### src/source/rv_pkg.sv
package rv_pkg;

    localparam int XLEN        = 32;
    localparam int REG_ADDR_W  = 5;
    localparam int WORD_ADDR_W = XLEN - 2;  // word addressed memory ports

    // major opcodes
    localparam logic [6:0] OP_R      = 7'b0110011;
    localparam logic [6:0] OP_IMM    = 7'b0010011;
    localparam logic [6:0] OP_LOAD   = 7'b0000011;
    localparam logic [6:0] OP_STORE  = 7'b0100011;
    localparam logic [6:0] OP_BRANCH = 7'b1100011;
    localparam logic [6:0] OP_JAL    = 7'b1101111;
    localparam logic [6:0] OP_JALR   = 7'b1100111;

    // funct3 of the alu group
    localparam logic [2:0] F3_ADD_SUB = 3'b000;
    localparam logic [2:0] F3_SLL     = 3'b001;
    localparam logic [2:0] F3_SLT     = 3'b010;
    localparam logic [2:0] F3_XOR     = 3'b100;
    localparam logic [2:0] F3_SHR     = 3'b101;  // srl or sra by bit 30
    localparam logic [2:0] F3_OR      = 3'b110;
    localparam logic [2:0] F3_AND     = 3'b111;

    localparam logic [XLEN-1:0] NOP_INSN = 32'h0000_0013;  // addi x0, x0, 0

    typedef enum logic [3:0] {
        ALU_ADD,
        ALU_SUB,
        ALU_AND,
        ALU_OR,
        ALU_XOR,
        ALU_SLT,
        ALU_SLL,
        ALU_SRL,
        ALU_SRA
    } alu_op_e;

    // per instruction control, all zero is a bubble
    typedef struct packed {
        logic    reg_write;
        logic    mem_to_reg;
        logic    mem_read;
        logic    mem_write;
        logic    alu_src_imm;
        logic    link_pc;     // result is pc+4
        logic    is_branch;
        logic    branch_ne;   // bne when set, else beq
        logic    is_jalr;
        logic    is_jal;
        alu_op_e alu_op;
    } ctrl_t;

endpackage

### src/source/fwd_if.sv
`timescale 1ns/10ps

interface fwd_if import rv_pkg::*; ();

    // EX/MEM entry
    logic [REG_ADDR_W-1:0] ex_mem_rd;
    logic                  ex_mem_reg_write;
    logic                  ex_mem_mem_read;
    logic [XLEN-1:0]       ex_mem_value;

    // writeback result
    logic [REG_ADDR_W-1:0] wb_rd;
    logic                  wb_reg_write;
    logic [XLEN-1:0]       wb_value;

    modport source (
        output ex_mem_rd, ex_mem_reg_write, ex_mem_mem_read, ex_mem_value,
        output wb_rd, wb_reg_write, wb_value
    );

    modport forward (
        input ex_mem_rd, ex_mem_reg_write, ex_mem_mem_read, ex_mem_value,
        input wb_rd, wb_reg_write, wb_value
    );

    modport writeback (
        input wb_rd, wb_reg_write, wb_value
    );

endinterface

### src/source/register_file.sv
`timescale 1ns/10ps

module register_file import rv_pkg::*; #(
    parameter int NUM_REGS = 32
) (
    input  logic                  clk,
    input  logic                  rst_n,
    input  logic                  i_we,
    input  logic [REG_ADDR_W-1:0] i_waddr,
    input  logic [XLEN-1:0]       i_wdata,
    input  logic [REG_ADDR_W-1:0] i_raddr1,
    input  logic [REG_ADDR_W-1:0] i_raddr2,
    output logic [XLEN-1:0]       o_rdata1,
    output logic [XLEN-1:0]       o_rdata2
);

    logic [XLEN-1:0] regs [NUM_REGS];

    assign o_rdata1 = regs[i_raddr1];
    assign o_rdata2 = regs[i_raddr2];

    always_ff @(posedge clk or negedge rst_n) begin
        if (!rst_n) begin
            for (int i = 0; i < NUM_REGS; i++) begin
                regs[i] <= '0;
            end
        end else if (i_we && i_waddr != '0) begin  // x0 stays zero
            regs[i_waddr] <= i_wdata;
        end
    end

endmodule

### src/source/fetch_stage.sv
`timescale 1ns/10ps

module fetch_stage import rv_pkg::*; #(
    parameter logic [XLEN-1:0] RESET_PC = '0
) (
    input  logic                   clk,
    input  logic                   rst_n,
    input  logic                   i_stall,
    input  logic                   i_redirect,
    input  logic [XLEN-1:0]        i_redirect_pc,
    input  logic [XLEN-1:0]        i_imem_rdata,
    output logic [WORD_ADDR_W-1:0] o_imem_addr,
    output logic [XLEN-1:0]        o_pc_cur,
    output logic [XLEN-1:0]        o_pc,
    output logic [XLEN-1:0]        o_insn
);

    logic [XLEN-1:0] pc;

    assign o_imem_addr = pc[XLEN-1:2];  // same cycle fetch
    assign o_pc_cur    = pc;

    always_ff @(posedge clk or negedge rst_n) begin
        if (!rst_n) begin
            pc <= RESET_PC;
        end else if (i_redirect) begin  // redirect wins over a stall
            pc <= i_redirect_pc;
        end else if (!i_stall) begin
            pc <= pc + 32'd4;
        end
    end

    // IF/ID register
    always_ff @(posedge clk or negedge rst_n) begin
        if (!rst_n) begin
            o_pc   <= '0;
            o_insn <= NOP_INSN;
        end else if (i_redirect) begin
            o_pc   <= pc;
            o_insn <= NOP_INSN;  // squash the wrong path word
        end else if (!i_stall) begin
            o_pc   <= pc;
            o_insn <= i_imem_rdata;
        end
    end

endmodule

### src/source/decode_stage.sv
`timescale 1ns/10ps

module decode_stage import rv_pkg::*; #(
    parameter int NUM_REGS = 32
) (
    input  logic                   clk,
    input  logic                   rst_n,
    input  logic [XLEN-1:0]        i_pc,
    input  logic [XLEN-1:0]        i_insn,
    input  logic                   i_flush,
    fwd_if.writeback               wb,
    output logic                   o_stall,
    output ctrl_t                  o_ctrl,
    output logic [XLEN-1:0]        o_pc,
    output logic [XLEN-1:0]        o_rs1_val,
    output logic [XLEN-1:0]        o_rs2_val,
    output logic [REG_ADDR_W-1:0]  o_rs1,
    output logic [REG_ADDR_W-1:0]  o_rs2,
    output logic [REG_ADDR_W-1:0]  o_rd,
    output logic [XLEN-1:0]        o_imm
);

    logic [6:0]            opcode;
    logic [2:0]            funct3;
    logic [REG_ADDR_W-1:0] rs1;
    logic [REG_ADDR_W-1:0] rs2;
    logic [REG_ADDR_W-1:0] rd;
    logic [XLEN-1:0]       imm_i;
    logic [XLEN-1:0]       imm_s;
    logic [XLEN-1:0]       imm_b;
    logic [XLEN-1:0]       imm_j;
    logic [XLEN-1:0]       imm;
    ctrl_t                 ctrl;
    logic [XLEN-1:0]       rf_rdata1;
    logic [XLEN-1:0]       rf_rdata2;
    logic [XLEN-1:0]       rs1_val;
    logic [XLEN-1:0]       rs2_val;

    assign opcode = i_insn[6:0];
    assign funct3 = i_insn[14:12];
    assign rd     = i_insn[11:7];
    assign rs1    = i_insn[19:15];
    assign rs2    = i_insn[24:20];

    assign imm_i = {{20{i_insn[31]}}, i_insn[31:20]};
    assign imm_s = {{20{i_insn[31]}}, i_insn[31:25], i_insn[11:7]};
    assign imm_b = {{19{i_insn[31]}}, i_insn[31], i_insn[7], i_insn[30:25], i_insn[11:8], 1'b0};
    assign imm_j = {{11{i_insn[31]}}, i_insn[31], i_insn[19:12], i_insn[20], i_insn[30:21], 1'b0};

    always_comb begin
        ctrl = '0;
        imm  = imm_i;
        case (opcode)
            OP_R: ctrl.reg_write = 1'b1;
            OP_IMM: begin
                ctrl.reg_write   = 1'b1;
                ctrl.alu_src_imm = 1'b1;
            end
            OP_LOAD: begin
                ctrl.reg_write   = 1'b1;
                ctrl.mem_to_reg  = 1'b1;
                ctrl.mem_read    = 1'b1;
                ctrl.alu_src_imm = 1'b1;
            end
            OP_STORE: begin
                ctrl.mem_write   = 1'b1;
                ctrl.alu_src_imm = 1'b1;
                imm              = imm_s;
            end
            OP_BRANCH: begin
                ctrl.is_branch = 1'b1;
                ctrl.branch_ne = funct3[0];
                imm            = imm_b;
            end
            OP_JAL: begin
                ctrl.reg_write = 1'b1;
                ctrl.link_pc   = 1'b1;
                ctrl.is_jal    = 1'b1;
                imm            = imm_j;
            end
            OP_JALR: begin
                ctrl.reg_write = 1'b1;
                ctrl.link_pc   = 1'b1;
                ctrl.is_jalr   = 1'b1;
            end
            default: ;  // unsupported opcode decodes as a nop
        endcase

        if (opcode == OP_R || opcode == OP_IMM) begin
            case (funct3)
                F3_ADD_SUB: ctrl.alu_op = (i_insn[30] && opcode[5]) ? ALU_SUB : ALU_ADD;
                F3_SLL:     ctrl.alu_op = ALU_SLL;
                F3_SLT:     ctrl.alu_op = ALU_SLT;
                F3_XOR:     ctrl.alu_op = ALU_XOR;
                F3_SHR:     ctrl.alu_op = i_insn[30] ? ALU_SRA : ALU_SRL;
                F3_OR:      ctrl.alu_op = ALU_OR;
                F3_AND:     ctrl.alu_op = ALU_AND;
                default:    ctrl.alu_op = ALU_ADD;
            endcase
        end
    end

    register_file #(
        .NUM_REGS (NUM_REGS)
    ) register_file_i (
        .clk      (clk),
        .rst_n    (rst_n),
        .i_we     (wb.wb_reg_write),
        .i_waddr  (wb.wb_rd),
        .i_wdata  (wb.wb_value),
        .i_raddr1 (rs1),
        .i_raddr2 (rs2),
        .o_rdata1 (rf_rdata1),
        .o_rdata2 (rf_rdata2)
    );

    // writeback in the same cycle bypasses the array
    assign rs1_val = (wb.wb_reg_write && wb.wb_rd != '0 && wb.wb_rd == rs1) ? wb.wb_value
                                                                            : rf_rdata1;
    assign rs2_val = (wb.wb_reg_write && wb.wb_rd != '0 && wb.wb_rd == rs2) ? wb.wb_value
                                                                            : rf_rdata2;

    // load in EX whose result the next instruction needs
    assign o_stall = o_ctrl.mem_read && (o_rd != '0) && (o_rd == rs1 || o_rd == rs2);

    // ID/EX register
    always_ff @(posedge clk or negedge rst_n) begin
        if (!rst_n) begin
            o_ctrl    <= '0;
            o_pc      <= '0;
            o_rs1_val <= '0;
            o_rs2_val <= '0;
            o_rs1     <= '0;
            o_rs2     <= '0;
            o_rd      <= '0;
            o_imm     <= '0;
        end else begin
            o_ctrl    <= (i_flush || o_stall) ? '0 : ctrl;  // bubble
            o_pc      <= i_pc;
            o_rs1_val <= rs1_val;
            o_rs2_val <= rs2_val;
            o_rs1     <= rs1;
            o_rs2     <= rs2;
            o_rd      <= rd;
            o_imm     <= imm;
        end
    end

endmodule

### src/source/execute_stage.sv
`timescale 1ns/10ps

module execute_stage import rv_pkg::*; (
    input  logic                  clk,
    input  logic                  rst_n,
    input  ctrl_t                 i_ctrl,
    input  logic [XLEN-1:0]       i_pc,
    input  logic [XLEN-1:0]       i_rs1_val,
    input  logic [XLEN-1:0]       i_rs2_val,
    input  logic [REG_ADDR_W-1:0] i_rs1,
    input  logic [REG_ADDR_W-1:0] i_rs2,
    input  logic [REG_ADDR_W-1:0] i_rd,
    input  logic [XLEN-1:0]       i_imm,
    fwd_if.forward                fwd,
    output logic                  o_redirect,
    output logic [XLEN-1:0]       o_redirect_pc,
    output ctrl_t                 o_ctrl,
    output logic [REG_ADDR_W-1:0] o_rd,
    output logic [XLEN-1:0]       o_alu_result,
    output logic [XLEN-1:0]       o_store_data
);

    logic [XLEN-1:0] rs1_fwd;
    logic [XLEN-1:0] rs2_fwd;
    logic [XLEN-1:0] op_b;
    logic [XLEN-1:0] alu_out;
    logic [XLEN-1:0] result;
    logic [XLEN-1:0] jalr_target;
    logic            br_taken;

    // newest producer first, a load in EX/MEM has no data yet
    function automatic logic [XLEN-1:0] fwd_sel(input logic [REG_ADDR_W-1:0] rs,
                                                input logic [XLEN-1:0]       reg_val);
        if (rs != '0 && fwd.ex_mem_reg_write && !fwd.ex_mem_mem_read && fwd.ex_mem_rd == rs) begin
            return fwd.ex_mem_value;
        end else if (rs != '0 && fwd.wb_reg_write && fwd.wb_rd == rs) begin
            return fwd.wb_value;
        end
        return reg_val;
    endfunction

    always_comb begin
        rs1_fwd = fwd_sel(i_rs1, i_rs1_val);
        rs2_fwd = fwd_sel(i_rs2, i_rs2_val);
    end

    assign op_b = i_ctrl.alu_src_imm ? i_imm : rs2_fwd;

    always_comb begin
        case (i_ctrl.alu_op)
            ALU_SUB: alu_out = rs1_fwd - op_b;
            ALU_AND: alu_out = rs1_fwd & op_b;
            ALU_OR:  alu_out = rs1_fwd | op_b;
            ALU_XOR: alu_out = rs1_fwd ^ op_b;
            ALU_SLT: alu_out = {{(XLEN-1){1'b0}}, $signed(rs1_fwd) < $signed(op_b)};
            ALU_SLL: alu_out = rs1_fwd << op_b[4:0];
            ALU_SRL: alu_out = rs1_fwd >> op_b[4:0];
            ALU_SRA: alu_out = $signed(rs1_fwd) >>> op_b[4:0];
            default: alu_out = rs1_fwd + op_b;
        endcase
    end

    assign result = i_ctrl.link_pc ? i_pc + 32'd4 : alu_out;  // link address for jal/jalr

    // branch and jump resolution, a bubble has all flags low
    assign br_taken      = i_ctrl.is_branch && ((rs1_fwd == rs2_fwd) != i_ctrl.branch_ne);
    assign o_redirect    = br_taken || i_ctrl.is_jal || i_ctrl.is_jalr;
    assign jalr_target   = rs1_fwd + i_imm;
    assign o_redirect_pc = i_ctrl.is_jalr ? {jalr_target[XLEN-1:1], 1'b0} : i_pc + i_imm;

    // EX/MEM register
    always_ff @(posedge clk or negedge rst_n) begin
        if (!rst_n) begin
            o_ctrl       <= '0;
            o_rd         <= '0;
            o_alu_result <= '0;
            o_store_data <= '0;
        end else begin
            o_ctrl       <= i_ctrl;
            o_rd         <= i_rd;
            o_alu_result <= result;
            o_store_data <= rs2_fwd;
        end
    end

endmodule

### src/source/memory_stage.sv
`timescale 1ns/10ps

module memory_stage import rv_pkg::*; (
    input  logic                   clk,
    input  logic                   rst_n,
    input  ctrl_t                  i_ctrl,
    input  logic [REG_ADDR_W-1:0]  i_rd,
    input  logic [XLEN-1:0]        i_alu_result,
    input  logic [XLEN-1:0]        i_store_data,
    input  logic [XLEN-1:0]        i_dmem_rdata,
    fwd_if.source                  fwd,
    output logic                   o_dmem_ren,
    output logic                   o_dmem_wen,
    output logic [WORD_ADDR_W-1:0] o_dmem_addr,
    output logic [XLEN-1:0]        o_dmem_wdata
);

    // MEM/WB entry
    logic                  wb_reg_write;
    logic                  wb_mem_to_reg;
    logic [REG_ADDR_W-1:0] wb_rd;
    logic [XLEN-1:0]       wb_alu;
    logic [XLEN-1:0]       wb_load;

    // data port straight from EX/MEM
    assign o_dmem_ren   = i_ctrl.mem_read;
    assign o_dmem_wen   = i_ctrl.mem_write;
    assign o_dmem_addr  = i_alu_result[XLEN-1:2];
    assign o_dmem_wdata = i_store_data;

    assign fwd.ex_mem_rd        = i_rd;
    assign fwd.ex_mem_reg_write = i_ctrl.reg_write;
    assign fwd.ex_mem_mem_read  = i_ctrl.mem_read;
    assign fwd.ex_mem_value     = i_alu_result;

    always_ff @(posedge clk or negedge rst_n) begin
        if (!rst_n) begin
            wb_reg_write  <= 1'b0;
            wb_mem_to_reg <= 1'b0;
            wb_rd         <= '0;
            wb_alu        <= '0;
            wb_load       <= '0;
        end else begin
            wb_reg_write  <= i_ctrl.reg_write;
            wb_mem_to_reg <= i_ctrl.mem_to_reg;
            wb_rd         <= i_rd;
            wb_alu        <= i_alu_result;
            wb_load       <= i_dmem_rdata;
        end
    end

    // writeback select
    assign fwd.wb_rd        = wb_rd;
    assign fwd.wb_reg_write = wb_reg_write;
    assign fwd.wb_value     = wb_mem_to_reg ? wb_load : wb_alu;

endmodule

### src/source/riscv_pipeline.sv
`timescale 1ns/10ps

module riscv_pipeline import rv_pkg::*; #(
    parameter int              NUM_REGS = 32,
    parameter logic [XLEN-1:0] RESET_PC = '0
) (
    input  logic                   clk,
    input  logic                   rst_n,
    input  logic [XLEN-1:0]        i_imem_rdata,
    input  logic [XLEN-1:0]        i_dmem_rdata,
    output logic [WORD_ADDR_W-1:0] o_imem_addr,
    output logic                   o_dmem_ren,
    output logic                   o_dmem_wen,
    output logic [WORD_ADDR_W-1:0] o_dmem_addr,
    output logic [XLEN-1:0]        o_dmem_wdata,
    output logic [XLEN-1:0]        o_pc
);

    // hazard control
    logic            stall;
    logic            redirect;
    logic [XLEN-1:0] redirect_pc;

    // IF/ID
    logic [XLEN-1:0] if_pc;
    logic [XLEN-1:0] if_insn;

    // ID/EX
    ctrl_t                 id_ctrl;
    logic [XLEN-1:0]       id_pc;
    logic [XLEN-1:0]       id_rs1_val;
    logic [XLEN-1:0]       id_rs2_val;
    logic [REG_ADDR_W-1:0] id_rs1;
    logic [REG_ADDR_W-1:0] id_rs2;
    logic [REG_ADDR_W-1:0] id_rd;
    logic [XLEN-1:0]       id_imm;

    // EX/MEM
    ctrl_t                 ex_ctrl;
    logic [REG_ADDR_W-1:0] ex_rd;
    logic [XLEN-1:0]       ex_alu_result;
    logic [XLEN-1:0]       ex_store_data;

    fwd_if fwd_i ();

    fetch_stage #(
        .RESET_PC (RESET_PC)
    ) fetch_stage_i (
        .clk           (clk),
        .rst_n         (rst_n),
        .i_stall       (stall),
        .i_redirect    (redirect),
        .i_redirect_pc (redirect_pc),
        .i_imem_rdata  (i_imem_rdata),
        .o_imem_addr   (o_imem_addr),
        .o_pc_cur      (o_pc),
        .o_pc          (if_pc),
        .o_insn        (if_insn)
    );

    decode_stage #(
        .NUM_REGS (NUM_REGS)
    ) decode_stage_i (
        .clk       (clk),
        .rst_n     (rst_n),
        .i_pc      (if_pc),
        .i_insn    (if_insn),
        .i_flush   (redirect),
        .wb        (fwd_i.writeback),
        .o_stall   (stall),
        .o_ctrl    (id_ctrl),
        .o_pc      (id_pc),
        .o_rs1_val (id_rs1_val),
        .o_rs2_val (id_rs2_val),
        .o_rs1     (id_rs1),
        .o_rs2     (id_rs2),
        .o_rd      (id_rd),
        .o_imm     (id_imm)
    );

    execute_stage execute_stage_i (
        .clk           (clk),
        .rst_n         (rst_n),
        .i_ctrl        (id_ctrl),
        .i_pc          (id_pc),
        .i_rs1_val     (id_rs1_val),
        .i_rs2_val     (id_rs2_val),
        .i_rs1         (id_rs1),
        .i_rs2         (id_rs2),
        .i_rd          (id_rd),
        .i_imm         (id_imm),
        .fwd           (fwd_i.forward),
        .o_redirect    (redirect),
        .o_redirect_pc (redirect_pc),
        .o_ctrl        (ex_ctrl),
        .o_rd          (ex_rd),
        .o_alu_result  (ex_alu_result),
        .o_store_data  (ex_store_data)
    );

    memory_stage memory_stage_i (
        .clk          (clk),
        .rst_n        (rst_n),
        .i_ctrl       (ex_ctrl),
        .i_rd         (ex_rd),
        .i_alu_result (ex_alu_result),
        .i_store_data (ex_store_data),
        .i_dmem_rdata (i_dmem_rdata),
        .fwd          (fwd_i.source),
        .o_dmem_ren   (o_dmem_ren),
        .o_dmem_wen   (o_dmem_wen),
        .o_dmem_addr  (o_dmem_addr),
        .o_dmem_wdata (o_dmem_wdata)
    );

endmodule

### config.mk
export PLATFORM = sky130hd
export DESIGN_NAME = riscv_pipeline
export DESIGN_NICKNAME = d
export VERILOG_FILES = /design/src/source/rv_pkg.sv /design/src/source/fwd_if.sv /design/src/source/register_file.sv /design/src/source/fetch_stage.sv /design/src/source/decode_stage.sv /design/src/source/execute_stage.sv /design/src/source/memory_stage.sv /design/src/source/riscv_pipeline.sv
export SDC_FILE = /design/constraint.sdc
export NUM_CORES = 2
export LEC_CHECK = 0
export BUFFER_PORTS_ARGS = -buffer_cell sky130_fd_sc_hd__buf_2
export CORE_UTILIZATION = 35
export CTS_BUF_LIST = sky130_fd_sc_hd__clkbuf_4
export DETAILED_ROUTE_END_ITERATION = 6
export MAX_ROUTING_LAYER = met4
export PLACE_DENSITY = 0.49
export SLEW_MARGIN = 30
export SYNTH_ARGS = -nofsm -noshare
export SYNTH_HDL_FRONTEND = slang
export SYNTH_SLANG_ARGS = --single-unit
export TNS_END_PERCENT = 100
### constraint.sdc
create_clock -name clk -period 5.8 [get_ports clk]
set_input_delay 1.16 -clock clk [delete_from_list [all_inputs] [get_ports clk]]
set_output_delay 1.16 -clock clk [all_outputs]
set_load 0.1 [all_outputs]
==> impl_metrics.csv <==
group,metric,value,unit
status,status,"finished, final reports clean",
worst_setup_path,cp_top_family,"compound AO/OA/AOI/OAI gates",
die,core_area,230000,um2
die,fp.dieW,484,um
cts,tritoncts,"yes",
worst_setup_path,crit_buf_inv,3,
global_route,grt_pass1_vias,66800,
global_route,antenna_found_initial,29,
logic_synthesis,syn_area,81300,um2
sta,clock_skew,0.150,ns
detailed_routing,drt_pre_antenna_iters,6,
cts,cts_buffer_depth,4,
global_route,gr-total-overflow,0,
placement,dp_worst_setup_slack,0.0104,ns
logic_synthesis,synthDistinctLibCells,91,
sta,worstMarginPinSlew,1.03,ns
die,num_rows,176,
sta,worst_slack,0.265,ns
worst_setup_path,crit_required,7.00,ns
cts,clockRootBuffer,"clkbuf_4",
layout,largest_reg_flops,1024,
detailed_routing,ant_nets,0,
global_route,grt_usage,29.9,%
layout,nFillCells,22500,
worst_setup_path,criticalPathCategory,"register to register",
worst_hold_path,min_path_type,"primary input to register",
layout,drive_gt1_share,25.8,%
sta,period_share,95.4,%
layout,areaGrowthSynthToFinish,15.1,%
cts,cts.clk_slew.worst_paths,0.07,ns
logic_synthesis,syn_inst,7742,
layout,register_area,35300,um2
layout,num-nets-final,8336,
sta,fin_tns_setup,0,ns
sta,maxSlewViolCount,0,
die,top_level_ports,192,
sta,period_needed,5.53,ns
placement,dpl.cell_count,10700,
layout,multi_input_area,43200,um2
detailed_routing,wire_per_inst,29.8,um
detailed_routing,dr.first_iter.drc_count,6578,
pwr,p_per_area,313,nW/um2
logic_synthesis,ys_ff_latch,1408,
die,initial_core_util,35.3,%
detailed_routing,vias,67100,
cts,numCtsBuffers,416,
worst_setup_path,cpPeakStageDelay,0.57,ns
pwr,p_leak,40.6,nW
pwr,vdd_ir_drop_max,480,uV
logic_synthesis,synth_seq_area_share,43.4,%
sta,clock.fmax,181,MHz
global_route,grt_pass1_wl,494000,um
global_route,grt_max_degree,148,
cts,clock_sinks,1408,
worst_setup_path,path_cells,"or4_4 -> o211a_1 -> a21oi_2 -> o311ai_4 -> nand2_1 -> inv_1 -> ha_1 -> fa_1 -> nor2b_1 -> o211ai_1 -> and3b_2 -> a21o_1 -> a21boi_2 -> nor4_2 -> buf_4 -> o31ai_1 -> buf_4 -> a311o_1 -> a31o_2 -> a2111oi_2 -> a221oi_1 -> a221oi_1",
cts,clk_latency,1.38,ns
detailed_routing,wirelength,341000,um
logic_synthesis,ys_warn_count,0,
placement,io_buffers,191,
sta,setup_viol,0,
logic_synthesis,synth_ff_type,"dfrtp_1",
logic_synthesis,synth-async-reset-ratio,100,%
detailed_routing,via_per_inst,5.86,
placement,place_congestion,1.04,
job,maxCapViolations,0,
cts,postCtsSetupRepairBufs,0,
logic_synthesis,syn_area_per_cell,10.5,um2
sta,fin_hold_ws,0.161,ns
placement,dpl.hpwl,232000,um
die,die_h,484,um
worst_setup_path,worst_setup_path_end_kind,"register",
die,design.die.area,234000,um2
layout,layoutNonFillerInstCount,11500,
sta,hold_violations,0,
layout,final_common_cell,"dfrtp_1",
worst_setup_path,cp.arrival,6.74,ns
logic_synthesis,syn-num-nets,7971,
layout,largest_register,"decode_stage_i.register_file_i.regs",
layout,layout_common_cells,"dfrtp_1 (1,391), a21oi_1 (815), nor2_1 (755)",
logic_synthesis,synth_edf_count,0,
worst_setup_path,cp_slowest_cell,"or4_4",
sta,relSlewSlack,31.0,%
cts,cts.htree.levels,5,
layout,post-route-util,40.6,%
detailed_routing,drc,0,
worst_setup_path,cp-start-kind,"register",
worst_setup_path,crit_path_max_fanout,4,
[cell families after synthesis]
| logic type | synth area share (%) |
|---|---|
| buffers and inverters | 4.49 |
| xor gates and xnor gates | 2.14 |
| DFF | 43.4 |
| and+or+nand+nor | 10.9 |
| muxes | 21.1 |
| adders and majority gates | 2.54 |
| AOI/OAI and AO/OA | 15.4 |
[per-layer routing]
metal	GRT usage, %	wire, um	vias up
met3	5.67	25000	719
met2	44.2	153000	2904
met5	-	0	-
li1	-	-	29300
met1	39.9	146000	34100
met4	13.3	16200	0
[metrics by stage]
| stage | cell area (um2) | power (W) |
|---|---|---|
| CTS | 93400 | 0.0295 |
| floorplan | 81300 | 0.0171 |
| detailed placement | 87800 | 0.0200 |
| global route | 93500 | 0.0306 |
| global placement | 87600 | 0.0200 |
| finish | 93500 | 0.0292 |
[cell type report]
cell class / instances / area share [%]
Sequential cell: 1408 / 37.7
Timing Repair Buffer: 716 / 6.13
Inverter: 119 / 0.483
Clock inverter: 128 / 0.632
Tap cell: 3026 / 4.05
Antenna cell: 21 / 0.0562
Clock buffer: 590 / 4.74
Multi-Input combinational cell: 5446 / 46.2
[report_power, final]
part	leakage, nW	internal, W	total, W	switching [W]
Combinational	18.5	0.00262	0.00824	0.00562
Sequential	19.1	0.0106	0.0117	0.00112
Clock	3.01	0.00478	0.00930	0.00452
Total	40.6	0.0180	0.0292	0.0113
[Yosys cell counts (18+ instances only)]
master / number / area (um2)
o21bai_1: 26 / 195
a31oi_1: 28 / 175
nor3_1: 99 / 495
buf_2: 39 / 195
mux2i_1: 174 / 1740
a21oi_1: 818 / 4090
xor2_1: 70 / 613
mux2_2: 81 / 912
mux4_2: 645 / 14500
o21ai_1: 34 / 170
o31ai_1: 41 / 308
buf_4: 62 / 465
dfrtp_1: 1405 / 35200
ha_1: 160 / 2000
a211oi_1: 96 / 721
or2_2: 22 / 138
buf_1: 68 / 255
and3_1: 39 / 244
o21a_1: 30 / 225
nand2b_1: 21 / 131
nor2_1: 774 / 2910
xnor2_1: 129 / 1130
nor4_1: 31 / 194
nand4_1: 25 / 156
clkbuf_1: 595 / 2230
a21o_1: 69 / 518
o221ai_1: 38 / 333
nand2_1: 755 / 2830
a2111oi_0: 19 / 166
inv_1: 118 / 443
a22oi_1: 18 / 135
o22ai_1: 18 / 113
nand3_1: 137 / 686
a221oi_1: 36 / 315
a221o_1: 44 / 440
nor2b_1: 61 / 382
o211ai_1: 21 / 158
o21ai_0: 684 / 3420
[final timing paths]
| path | startpoint | slack (ns) | endpoint | cells after the start |
|---|---|---|---|---|
| max | decode_stage_i.o_rs2[0] | 0.27 | execute_stage_i.o_alu_result[30] | 22 |
| min | i_imem_rdata[11] | 0.16 | fetch_stage_i.o_insn[11] | 3 |
| max reg2reg | decode_stage_i.o_rs2[0] | 0.27 | execute_stage_i.o_alu_result[30] | 22 |
| min reg2reg | fetch_stage_i.o_pc[22] | 0.32 | decode_stage_i.o_pc[22] | 0 |
| max in group asynchronous | rst_n | 3.92 | decode_stage_i.register_file_i.regs[103] | 3 |
| min in group asynchronous | rst_n | 0.46 | memory_stage_i.wb_alu[26] | 2 |
[worst min-delay path, cell delays in order]
cell and delay, ns:
buf_2 0.09, mux2i_1 0.06, nor2_1 0.10
[timing repair]
item	in CTS	in global routing
setup endpoints to repair	0	11
resized for setup	0	11
hold endpoints to repair	125	0
hold buffers	57	0
(Power assumes the default switching activity.)
